### config.mk
export PLATFORM = sky130hd
export DESIGN_NAME = spi_mem_bridge
export DESIGN_NICKNAME = d
export VERILOG_FILES = /design/src/hw/spi_bridge_pkg.sv /design/src/hw/spi_mem_bridge.sv /design/src/hw/word_store.sv /design/src/hw/ctrl_status_regs.sv /design/src/hw/spi_cmd_fsm.sv /design/src/hw/spi_byte_shifter.sv
export VERILOG_INCLUDE_DIRS = /design/src /design/src/include
export SDC_FILE = /design/constraint.sdc
export NUM_CORES = 2
export LEC_CHECK = 0
export BUFFER_PORTS_ARGS = -buffer_cell sky130_fd_sc_hd__buf_4
export CAP_MARGIN = 5
export CORE_UTILIZATION = 57
export DETAILED_ROUTE_END_ITERATION = 10
export GPL_TIMING_DRIVEN = 0
export PLACE_DENSITY_LB_ADDON = 0.25
export SLEW_MARGIN = 10
export SYNTH_ARGS = -nofsm -noshare
export SYNTH_HDL_FRONTEND = slang
export SYNTH_HIERARCHICAL = 1
export SYNTH_SLANG_ARGS = --single-unit
### constraint.sdc
create_clock -name spi_clk -period 4.5 [get_ports spi_clk]
set_input_delay 0 -clock spi_clk [delete_from_list [all_inputs] [get_ports spi_clk]]
set_output_delay 0 -clock spi_clk [all_outputs]
set_load 0.1 [all_outputs]
### src/include/spi_bridge_defs.svh
`ifndef SPI_BRIDGE_DEFS_SVH
`define SPI_BRIDGE_DEFS_SVH

// Command codes, first byte of every transfer
`define CMD_READ_BIT   8'h01
`define CMD_WRITE_BIT  8'h02
`define CMD_READ_MEM   8'h03
`define CMD_WRITE_MEM  8'h04

// Data path widths
`define BYTE_W         8
`define WORD_W         32
`define CTRL_W         16
`define LED_W          3
`define ADDR_W         32

// Buffer sizing in word_store
`define FIFO_CNT_W     6
`define FIFO_DEPTH     4
`define STORE_WORDS    64   // Indexed by byte address bits 7:2

// Filler byte sent back while a memory command is issued
`define DUMMY_BYTE     8'hAA

// Memory sequences run mem_ctr 0..9
`define MEM_XFER_LAST  4'd9

`endif
### src/hw/spi_bridge_pkg.sv
`include "spi_bridge_defs.svh"

package spi_bridge_pkg;

   // Request from the command FSM to the word store
   typedef struct packed {
      logic                 cmd_en;
      logic                 cmd_write;   // 1 = store write buffer head, 0 = fetch word
      logic                 rd_en;
      logic                 wr_en;
      logic [`ADDR_W-1:0]   byte_addr;
      logic [`WORD_W-1:0]   wr_data;
   } mem_cmd_t;

   // One buffer as seen over SPI, exactly one byte
   typedef struct packed {
      logic [`FIFO_CNT_W-1:0] count;
      logic                   ovf_unf;   // Underrun on wr side, overflow on rd side
      logic                   error;
   } port_stat_t;

   typedef struct packed {
      port_stat_t           wr;
      port_stat_t           rd;
      logic                 wr_empty;
      logic                 wr_full;
      logic                 rd_empty;
      logic                 rd_full;
      logic [`WORD_W-1:0]   rd_data;     // Head of the read buffer
   } mem_stat_t;

   // Status word layout, msb first
   typedef struct packed {
      logic [11:0]          reserved_hi;
      logic                 rd_error;
      logic                 rd_overflow;
      logic                 rd_full;
      logic                 rd_empty;
      logic                 wr_error;
      logic                 wr_underrun;
      logic                 wr_full;
      logic                 wr_empty;
      logic [3:0]           reserved_lo;  // Old calib and cmd fifo bits
      logic [`BYTE_W-1:0]   ctrl_echo;
   } status_fields_t;

   // Filled by field name, read back by SPI bit address
   typedef union packed {
      logic [`WORD_W-1:0]   bits;
      status_fields_t       fields;
   } status_word_u;

endpackage

### src/hw/spi_mem_bridge.sv
`timescale 1ns/1ps
`include "spi_bridge_defs.svh"

module spi_mem_bridge
   import spi_bridge_pkg::*;
(
   input  logic               spi_clk,
   input  logic               spi_ss,
   input  logic               spi_mosi,
   output logic               spi_miso,
   output logic [`LED_W-1:0]  leds
);

   logic                          byte_done;
   logic [`BYTE_W-1:0]            rx_byte;
   logic                          tx_load;
   logic [`BYTE_W-1:0]            tx_byte;
   mem_cmd_t                      mem_req;
   mem_stat_t                     mem_stat;
   logic                          bit_wr_en;
   logic [$clog2(`CTRL_W)-1:0]    bit_wr_idx;
   logic                          bit_wr_val;
   logic                          stat_bit;

   spi_byte_shifter shifter0 (
      .spi_clk, .spi_ss, .spi_mosi, .spi_miso,
      .byte_done, .rx_byte, .tx_load, .tx_byte
   );

   spi_cmd_fsm fsm0 (
      .spi_clk, .spi_ss, .byte_done, .rx_byte, .tx_load, .tx_byte,
      .mem_req, .mem_stat, .bit_wr_en, .bit_wr_idx, .bit_wr_val, .stat_bit
   );

   // Status bit address is the raw low bits of the byte after the command
   ctrl_status_regs regs0 (
      .spi_clk, .spi_ss, .bit_wr_en, .bit_wr_idx, .bit_wr_val,
      .bit_rd_idx (rx_byte[$clog2(`WORD_W)-1:0]),
      .mem_stat, .stat_bit, .leds
   );

   word_store store0 (.spi_clk, .spi_ss, .mem_req, .mem_stat);

endmodule

### src/hw/word_store.sv
`timescale 1ns/1ps
`include "spi_bridge_defs.svh"

module word_store
   import spi_bridge_pkg::*;
(
   input  logic       spi_clk,
   input  logic       spi_ss,
   input  mem_cmd_t   mem_req,
   output mem_stat_t  mem_stat
);

   localparam int PTR_W = $clog2(`FIFO_DEPTH);
   localparam int IDX_W = $clog2(`STORE_WORDS);
   localparam logic [`FIFO_CNT_W-1:0] FULL_CNT = `FIFO_DEPTH;

   logic [`WORD_W-1:0]      mem [`STORE_WORDS];
   logic [`WORD_W-1:0]      wr_buf [`FIFO_DEPTH];
   logic [`WORD_W-1:0]      rd_buf [`FIFO_DEPTH];
   logic [PTR_W-1:0]        wr_head, wr_tail, rd_head, rd_tail;
   logic [`FIFO_CNT_W-1:0]  wr_count, rd_count;
   logic                    wr_underrun, wr_error, rd_overflow, rd_error;
   logic [IDX_W-1:0]        word_idx;
   logic                    wr_empty, wr_full, rd_empty, rd_full;
   logic                    wr_push, wr_pop, rd_push, rd_pop;

   assign word_idx = mem_req.byte_addr[IDX_W+1:2];    // Word aligned
   assign wr_empty = (wr_count == '0);
   assign wr_full  = (wr_count == FULL_CNT);
   assign rd_empty = (rd_count == '0);
   assign rd_full  = (rd_count == FULL_CNT);

   // Accepted moves, a blocked one only raises flags
   assign wr_push = mem_req.wr_en && !wr_full;
   assign wr_pop  = mem_req.cmd_en && mem_req.cmd_write && !wr_empty;
   assign rd_push = mem_req.cmd_en && !mem_req.cmd_write && !rd_full;
   assign rd_pop  = mem_req.rd_en && !rd_empty;

   always_ff @(posedge spi_clk) begin
      if (wr_pop)
         mem[word_idx] <= wr_buf[wr_head];
      if (wr_push)
         wr_buf[wr_tail] <= mem_req.wr_data;
      if (rd_push)
         rd_buf[rd_tail] <= mem[word_idx];
   end

   always_ff @(posedge spi_clk or posedge spi_ss) begin
      if (spi_ss) begin
         wr_head <= '0;
         wr_tail <= '0;
         rd_head <= '0;
         rd_tail <= '0;
         wr_count <= '0;
         rd_count <= '0;
         wr_underrun <= 1'b0;
         wr_error <= 1'b0;
         rd_overflow <= 1'b0;
         rd_error <= 1'b0;
      end else begin
         wr_tail  <= wr_tail + PTR_W'(wr_push);
         wr_head  <= wr_head + PTR_W'(wr_pop);
         rd_tail  <= rd_tail + PTR_W'(rd_push);
         rd_head  <= rd_head + PTR_W'(rd_pop);
         wr_count <= wr_count + `FIFO_CNT_W'(wr_push) - `FIFO_CNT_W'(wr_pop);
         rd_count <= rd_count + `FIFO_CNT_W'(rd_push) - `FIFO_CNT_W'(rd_pop);
         if (mem_req.cmd_en && mem_req.cmd_write && wr_empty) begin
            wr_underrun <= 1'b1;                      // Sticky until select
            wr_error    <= 1'b1;
         end
         if (mem_req.wr_en && wr_full)
            wr_error <= 1'b1;
         if (mem_req.cmd_en && !mem_req.cmd_write && rd_full) begin
            rd_overflow <= 1'b1;
            rd_error    <= 1'b1;
         end
         if (mem_req.rd_en && rd_empty)
            rd_error <= 1'b1;
      end
   end

   always_comb begin
      mem_stat.wr       = '{count: wr_count, ovf_unf: wr_underrun, error: wr_error};
      mem_stat.rd       = '{count: rd_count, ovf_unf: rd_overflow, error: rd_error};
      mem_stat.wr_empty = wr_empty;
      mem_stat.wr_full  = wr_full;
      mem_stat.rd_empty = rd_empty;
      mem_stat.rd_full  = rd_full;
      mem_stat.rd_data  = rd_buf[rd_head];
   end

   a_count_bound : assert property (@(posedge spi_clk) disable iff (spi_ss)
      wr_count <= FULL_CNT && rd_count <= FULL_CNT);

endmodule

### src/hw/ctrl_status_regs.sv
`timescale 1ns/1ps
`include "spi_bridge_defs.svh"

module ctrl_status_regs
   import spi_bridge_pkg::*;
(
   input  logic                          spi_clk,
   input  logic                          spi_ss,
   input  logic                          bit_wr_en,
   input  logic [$clog2(`CTRL_W)-1:0]    bit_wr_idx,
   input  logic                          bit_wr_val,
   input  logic [$clog2(`WORD_W)-1:0]    bit_rd_idx,
   input  mem_stat_t                     mem_stat,
   output logic                          stat_bit,
   output logic [`LED_W-1:0]             leds
);

   logic [`CTRL_W-1:0]  ctrl_bits;
   status_word_u        status;

   always_ff @(posedge spi_clk or posedge spi_ss) begin
      if (spi_ss)
         ctrl_bits <= '0;
      else if (bit_wr_en)
         ctrl_bits[bit_wr_idx] <= bit_wr_val;
   end

   always_comb begin
      status                    = '0;                    // Reserved bits read 0
      status.fields.ctrl_echo   = ctrl_bits[`BYTE_W-1:0];
      status.fields.wr_empty    = mem_stat.wr_empty;
      status.fields.wr_full     = mem_stat.wr_full;
      status.fields.wr_underrun = mem_stat.wr.ovf_unf;
      status.fields.wr_error    = mem_stat.wr.error;
      status.fields.rd_empty    = mem_stat.rd_empty;
      status.fields.rd_full     = mem_stat.rd_full;
      status.fields.rd_overflow = mem_stat.rd.ovf_unf;
      status.fields.rd_error    = mem_stat.rd.error;
   end

   assign stat_bit = status.bits[bit_rd_idx];
   assign leds     = ~ctrl_bits[`LED_W-1:0];   // Active low leds

endmodule

### src/hw/spi_cmd_fsm.sv
`timescale 1ns/1ps
`include "spi_bridge_defs.svh"

module spi_cmd_fsm
   import spi_bridge_pkg::*;
(
   input  logic                          spi_clk,
   input  logic                          spi_ss,
   input  logic                          byte_done,
   input  logic [`BYTE_W-1:0]            rx_byte,
   output logic                          tx_load,
   output logic [`BYTE_W-1:0]            tx_byte,
   output mem_cmd_t                      mem_req,
   input  mem_stat_t                     mem_stat,
   output logic                          bit_wr_en,
   output logic [$clog2(`CTRL_W)-1:0]    bit_wr_idx,
   output logic                          bit_wr_val,
   input  logic                          stat_bit
);

   typedef enum logic [2:0] {
      IDLE,
      READ_BIT,
      WRITE_BIT,
      READ_MEM,
      WRITE_MEM
   } fsm_state_t;

   fsm_state_t          state;
   logic [3:0]          mem_ctr;
   logic [1:0]          lane;      // Byte lane of the current address or data byte
   logic [`ADDR_W-1:0]  mem_addr;
   logic [`WORD_W-1:0]  wr_word;

   // Bytes arrive msb first, so counter 0 lands in the top lane
   assign lane = ~mem_ctr[1:0];

   ////////////////////////////////////////////////////////////
   // State and sequence counter
   ////////////////////////////////////////////////////////////

   always_ff @(posedge spi_clk or posedge spi_ss) begin
      if (spi_ss) begin
         state   <= IDLE;
         mem_ctr <= '0;
      end else if (byte_done) begin
         case (state)
            IDLE: begin
               mem_ctr <= '0;
               case (rx_byte)
                  `CMD_READ_BIT:  state <= READ_BIT;
                  `CMD_WRITE_BIT: state <= WRITE_BIT;
                  `CMD_READ_MEM:  state <= READ_MEM;
                  `CMD_WRITE_MEM: state <= WRITE_MEM;
                  default:        state <= IDLE;    // Unknown or trailing byte
               endcase
            end
            READ_BIT, WRITE_BIT: state <= IDLE;
            READ_MEM, WRITE_MEM: begin
               mem_ctr <= mem_ctr + 4'd1;
               if (mem_ctr == `MEM_XFER_LAST)
                  state <= IDLE;
            end
            default: state <= IDLE;
         endcase
      end
   end

   // Address and write word assembly
   always_ff @(posedge spi_clk) begin
      if (byte_done && state == WRITE_MEM) begin
         if (mem_ctr < 4'd4)
            wr_word[lane*`BYTE_W +: `BYTE_W] <= rx_byte;   // Data first
         else if (mem_ctr < 4'd8)
            mem_addr[lane*`BYTE_W +: `BYTE_W] <= rx_byte;  // Then address
      end
      if (byte_done && state == READ_MEM && mem_ctr < 4'd4)
         mem_addr[lane*`BYTE_W +: `BYTE_W] <= rx_byte;
   end

   ////////////////////////////////////////////////////////////
   // Strobes to the store and the control register
   ////////////////////////////////////////////////////////////

   always_comb begin
      mem_req.cmd_write = (state == WRITE_MEM);
      mem_req.cmd_en    = byte_done &&
                          ((state == READ_MEM  && mem_ctr == 4'd4) ||
                           (state == WRITE_MEM && mem_ctr == 4'd8));
      mem_req.wr_en     = byte_done && state == WRITE_MEM && mem_ctr == 4'd4;
      mem_req.rd_en     = byte_done && state == READ_MEM && mem_ctr == `MEM_XFER_LAST;
      mem_req.byte_addr = mem_addr;
      mem_req.wr_data   = wr_word;
   end

   assign bit_wr_en  = byte_done && (state == WRITE_BIT);
   assign bit_wr_idx = rx_byte[4:1];
   assign bit_wr_val = rx_byte[0];

   ////////////////////////////////////////////////////////////
   // Reply bytes, shifted out during the next transfer
   ////////////////////////////////////////////////////////////

   always_comb begin
      tx_load = 1'b0;
      tx_byte = '0;
      if (byte_done) begin
         case (state)
            READ_BIT: begin
               tx_load = 1'b1;
               tx_byte = {{(`BYTE_W-1){1'b0}}, stat_bit};
            end
            READ_MEM: begin
               tx_load = (mem_ctr >= 4'd4);   // Nothing useful during the address
               case (mem_ctr)
                  4'd4:    tx_byte = `DUMMY_BYTE;            // Read issued here
                  4'd5:    tx_byte = mem_stat.rd;
                  4'd6:    tx_byte = mem_stat.rd_data[31:24];
                  4'd7:    tx_byte = mem_stat.rd_data[23:16];
                  4'd8:    tx_byte = mem_stat.rd_data[15:8];
                  4'd9:    tx_byte = mem_stat.rd_data[7:0];  // Popped on this edge
                  default: tx_byte = '0;
               endcase
            end
            WRITE_MEM: begin
               tx_load = 1'b1;
               case (mem_ctr)
                  4'd4, 4'd5, 4'd9: tx_byte = mem_stat.wr;
                  4'd8:             tx_byte = `DUMMY_BYTE;
                  default:          tx_byte = {{(`BYTE_W-4){1'b0}}, mem_ctr}; // Echo
               endcase
            end
            default: begin
               tx_load = 1'b0;
               tx_byte = '0;
            end
         endcase
      end
   end

   // Write data and the store command never share a byte boundary
   a_cmd_wr_excl : assert property (@(posedge spi_clk) disable iff (spi_ss)
      !(mem_req.cmd_en && mem_req.wr_en));

endmodule

### src/hw/spi_byte_shifter.sv
`timescale 1ns/1ps
`include "spi_bridge_defs.svh"

module spi_byte_shifter (
   input  logic                spi_clk,
   input  logic                spi_ss,
   input  logic                spi_mosi,
   output logic                spi_miso,
   output logic                byte_done,
   output logic [`BYTE_W-1:0]  rx_byte,
   input  logic                tx_load,
   input  logic [`BYTE_W-1:0]  tx_byte
);

   logic [2:0]          bit_ctr;
   logic [`BYTE_W-1:0]  rx_shift;
   logic [`BYTE_W-1:0]  tx_shift;

   // Last bit of the byte arrives this edge
   assign byte_done = (bit_ctr == 3'd7);
   assign rx_byte   = {rx_shift[`BYTE_W-2:0], spi_mosi};

   always_ff @(posedge spi_clk or posedge spi_ss) begin
      if (spi_ss) begin
         bit_ctr  <= '0;
         tx_shift <= '0;
      end else begin
         bit_ctr <= bit_ctr + 3'd1;
         if (tx_load)
            tx_shift <= tx_byte;                             // Goes out next byte
         else
            tx_shift <= {tx_shift[`BYTE_W-2:0], 1'b0};
      end
   end

   always_ff @(posedge spi_clk) begin
      rx_shift <= rx_byte;
   end

   // MISO changes on the falling edge, master samples on the rising one
   always_ff @(negedge spi_clk or posedge spi_ss) begin
      if (spi_ss)
         spi_miso <= 1'b0;
      else
         spi_miso <= tx_shift[`BYTE_W-1];
   end

   // A fresh select always starts on a byte boundary
   a_no_early_byte : assert property (@(posedge spi_clk)
      $fell(spi_ss) |-> !byte_done [*7]);

endmodule

After elaboration in Yosys (flattened, before gate mapping)
Memories as Yosys holds them, arrays and structs flattened. A register that Yosys moved wholly into a read port is not among the register bits.
Index checks and enable logic that the tools add are counted.
{ "totals": {"memories": 3, "elab_cells": 132, "ramBits": 2304, "regBits": 130, "romBits": 0, "latch_bits": 0, "input_bits": 3, "output_inout_bits": 4} }
{ "op_classes": {"n_bitwise": 2, "shifts": 2, "mul": 0, "div": 0, "n_mux": 33, "reduce_logical": 38, "n_addsub": 11, "eq_ne": 18, "order_cmp": 6} }
{ "mem_list": {"columns": ["name", "words", "width", "read_ports", "rd_ports_with_merged_regs", "write_ports", "line", "text"], "rows": [
  ["store0.mem", 64, 32, 1, 1, 1, "word_store.sv:17", "logic [`WORD_W-1:0] mem [`STORE_WORDS];"],
  ["store0.rd_buf", 4, 32, 1, 0, 1, "word_store.sv:19", "logic [`WORD_W-1:0] rd_buf [`FIFO_DEPTH];"],
  ["store0.wr_buf", 4, 32, 1, 0, 1, "word_store.sv:18", "logic [`WORD_W-1:0] wr_buf [`FIFO_DEPTH];"]
]} }
{ "op_table": {"columns": ["cell", "n"], "rows": [
  ["32-bit 2-to-1 mux", 4],
  ["32-bit bitwise mux", 3],
  ["8-bit one-hot mux with 6 select lines", 1],
  ["5-bit negation with 34-bit output", 1],
  ["8-bit by 34-bit variable shift with 32-bit output, first input constant", 1],
  ["8-bit by 34-bit indexed part select with 32-bit output", 1],
  ["8-bit one-hot mux with 3 select lines", 1],
  ["1-bit logical AND", 20],
  ["16-bit bitwise mux", 1],
  ["4-bit by 3-bit equality test with 1-bit output, second input constant", 4],
  ["8-bit by 2-bit equality test with 1-bit output, second input constant", 2],
  ["8-bit 2-to-1 mux", 2],
  ["8-bit one-hot mux with 2 select lines", 1],
  ["1-bit 2-to-1 mux", 13],
  ["6-bit by 1-bit adder with 6-bit output", 2],
  ["6-bit by 3-bit equality test with 1-bit output, second input constant", 2],
  ["6-bit zero test", 2],
  ["3-bit one-hot mux with 4 select lines", 1],
  ["6-bit by 1-bit subtractor with 6-bit output", 2],
  ["2-bit by 1-bit adder with 2-bit output", 4],
  ["4-bit equality test, second input constant", 2],
  ["8-bit by 1-bit equality test with 1-bit output, second input constant", 1],
  ["8-bit by 3-bit equality test with 1-bit output, second input constant", 1],
  ["4-bit one-hot mux with 2 select lines", 1],
  ["26 further kinds", 37]
]} }

Longest topological paths before layout
{ "depth": {"word_depth": 9, "depth_mapped": 18, "mapped_depth_nobuf": 15} }

Modules after synthesis
The synthesis kept the hierarchy.
{ "by_module_without_submodules": {"columns": ["mod", "seq_area_each_um2", "area_per_inst_um2", "n_inst", "cells_each"], "rows": [
  ["word_store", 69786.9, 88602.5, 1, 4258],
  ["spi_cmd_fsm", 1776.7, 3674.8, 1, 327],
  ["spi_byte_shifter", 440.4, 604.3, 1, 33],
  ["ctrl_status_regs", 200.2, 555.5, 1, 47]
]} }

==> metrics.txt <==
IO Port Bufs=6; critical path launch point type=register; final hold vios=0; layout cells sized above 1=20.35%; standby leakage power=around 29 nW; Power Density=between 400 and 500 nW/um^2; Worst R2R Start=shifter0/bit_ctr[0]; Fillers=10390; Worst Clk Skew=0.09181 ns; Slew Viols, Final=0; core area=about 160000 sq um; CTS Buffer Depth=3; violated checks=setup timing; Die Area=between 150000 and 200000 sq um; final setup fails=slightly below 600; GRT overflow=0; Setup Slack @ Placement=-0.1324 ns; final net count=5011; I/O pin total=7; Worst Hold Class=input port to register; Final TNS setup=-101.15 ns; outcome=finished with violations; worst hold stages=4; CP Launch Point=shifter0/bit_ctr[0]; placed cell area=between 90000 and 100000 sq um; final hold slack=between 0.3 and 0.4 ns; total of max-cap violations=0; TritonCTS Buffers=223; DIE HEIGHT=between 400 and 500 um; Cells after DPL=just under 7000; die width=roughly 400 um; vias=about 50000; CP max FO=15; Slew Limit Headroom=approximately 2.5%; initial DRC count=7540; Worst-Margin Slew=around 1.5 ns; Min-Delay Endpoint=fsm0/wr_word[8]; largest net degree at the start of global routing=65; vias in the first global route=between 40000 and 50000; WL/cell=approximately 34 um; post-route ant nets=0; row count=147; Total Routing Usage GR=30.89%; Post-Syn Nets=approximately 4600; Crit. End Element=register; maximum vdd drop=approximately 0.42 mV; fin worst setup slack=-0.3752 ns; Hold Startpoint=spi_mosi; Root Buffer=clkbuf_16; Worst-path clk slew=0.06 ns; Vias per Instance=6.769; htree depth=4; clk_lat worst skew=0.84 ns; critical path class=register to register; Detailed Route WL=between 200000 and 300000 um; Area Overhead vs Synth=14.52%; post-layout instance area=105900 sq um; Detailed Routing Iterations Pass 1=8; critical path required time=a little over 5 ns; R2R depth=11; gpl congestion=~1.0; RSZ-0062 raised after global routing=true; Final Cycle Share=108.3%; Syn. warnings=6; FMAX=205.1 MHz; Worst R2R End=store0/mem[54][8]; Syn Area/Cell=between 20 and 25 sq um; synthesized cell area=slightly above 90000 sq um; min Tclk post-route=between 4 and 5 ns; hpwl dp=163300 um; CTS tree=built; R2R Setup Slk=-0.38 ns; initial antenna violation count=11; crit path DAT=~5.4 ns; DRC=0; first-pass GRT wire length=351900 um; Initial Utilization=a little under three fifths; Mapped Cells=4607; Clock Sinks=2400; Final Non-Filler Cells=7331
[power by group]
group	total (mW)	switching, mW	leakage (nW)	internal [mW]
sequential	24.2	0.0165	18.2	24.1
clock	18.6	8.04	3.49	10.6
combinational	0.0517	0.0321	7.79	0.0196
[repair_timing]
action                     in CTS  in global routing
resized for setup               1                  1
hold buffers                    5                  0
pin swaps                       7                  2
hold endpoints to repair       65                  0
buffers inserted               17                  3
setup endpoints to repair     185                541
gates cloned                    0                  2
[worst max-delay path, stage by stage, from the launching register on]
cell and delay (ns):
dfrtp_1 0.36, ha_1 0.15, ha_1 0.16, clkbuf_2 0.18
clkbuf_1 0.44, and3_1 0.38, nand2_1 0.19, nor3_1 0.81
nand2_1 0.84, nor2_4 0.63, buf_16 0.22, buf_16 0.18
[registers in the layout (all words and copies together) (netlist names)]
signal,flops
fsm0/mem_addr,6
fsm0/mem_ctr,4
fsm0/state,3
fsm0/wr_word,32
regs0/ctrl_bits,8
shifter0/bit_ctr,3
shifter0/rx_shift,7
shifter0/spi_miso,1
shifter0/tx_shift,8
store0/mem,2048
store0/rd_buf,128
store0/rd_count,6
store0/rd_error,1
store0/rd_head,2
store0/rd_overflow,1
store0/rd_tail,2
store0/wr_buf,128
store0/wr_count,6
store0/wr_error,1
store0/wr_head,2
store0/wr_tail,2
store0/wr_underrun,1
[cells in the final DEF (no fill, tap or decap), types with 60 or more instances in the layout]
cell          n
buf_2       104
clkbuf_16   225
a221oi_1    236
clkbuf_1    165
mux4_2      295
edfxtp_1   2336
o22ai_1     129
mux2i_1     368
nor2_4       66
clkinv_1     63
buf_12       60
nor2_1      121
o21ai_0     115
[layer usage]
metal	track usage, %	wire length [um]	vias to the layer above
met2	47.08	115400	3308
met1	41.89	91620	25740
met4	17.74	16490	6
li1	-	-	19990
met3	6.355	28230	581
met5	0	42	-
[final cells by class]
| cell class | count | area (sq um) | share of cell area, % |
|---|---|---|---|
| plain buffers | 301 | 1570 | 1.483 |
| repair buffers | 146 | 2885 | 2.725 |
| clock inverters | 137 | 1341 | 1.267 |
| flip-flops and latches | 2400 | 71680 | 67.70 |
| well taps | 2160 | 2703 | 2.553 |
| multi-input cells | 1873 | 19700 | 18.61 |
| clock buffers | 272 | 5847 | 5.522 |
| inverters | 35 | 131.4 | 0.1241 |
| diodes | 7 | 17.52 | 0.01654 |
[how the worst max path moves through the flow]
stage | slack, ns | to | cells past startpoint
floorplan | 0.05 | store0/wr_buf[2][0] | 9
detailed placement | -0.13 | store0/rd_buf[2][16] | 8
CTS | -0.10 | store0/mem[36][7] | 10
finish | -0.38 | store0/mem[54][8] | 11
global route | -0.29 | store0/mem[54][8] | 11
global placement | -2.52 | store0/wr_buf[2][9] | 9
[through the flow]
stage	util (%)	power [mW]
5_1_grt	65.85	43.81
4_1_cts	65.78	42.99
2_1_floorplan	-	24.66
3_5_place_dp	61.13	24.68
3_3_place_gp	59.23	24.68
6_report	65.87	42.82
(Power assumes the default switching activity.)
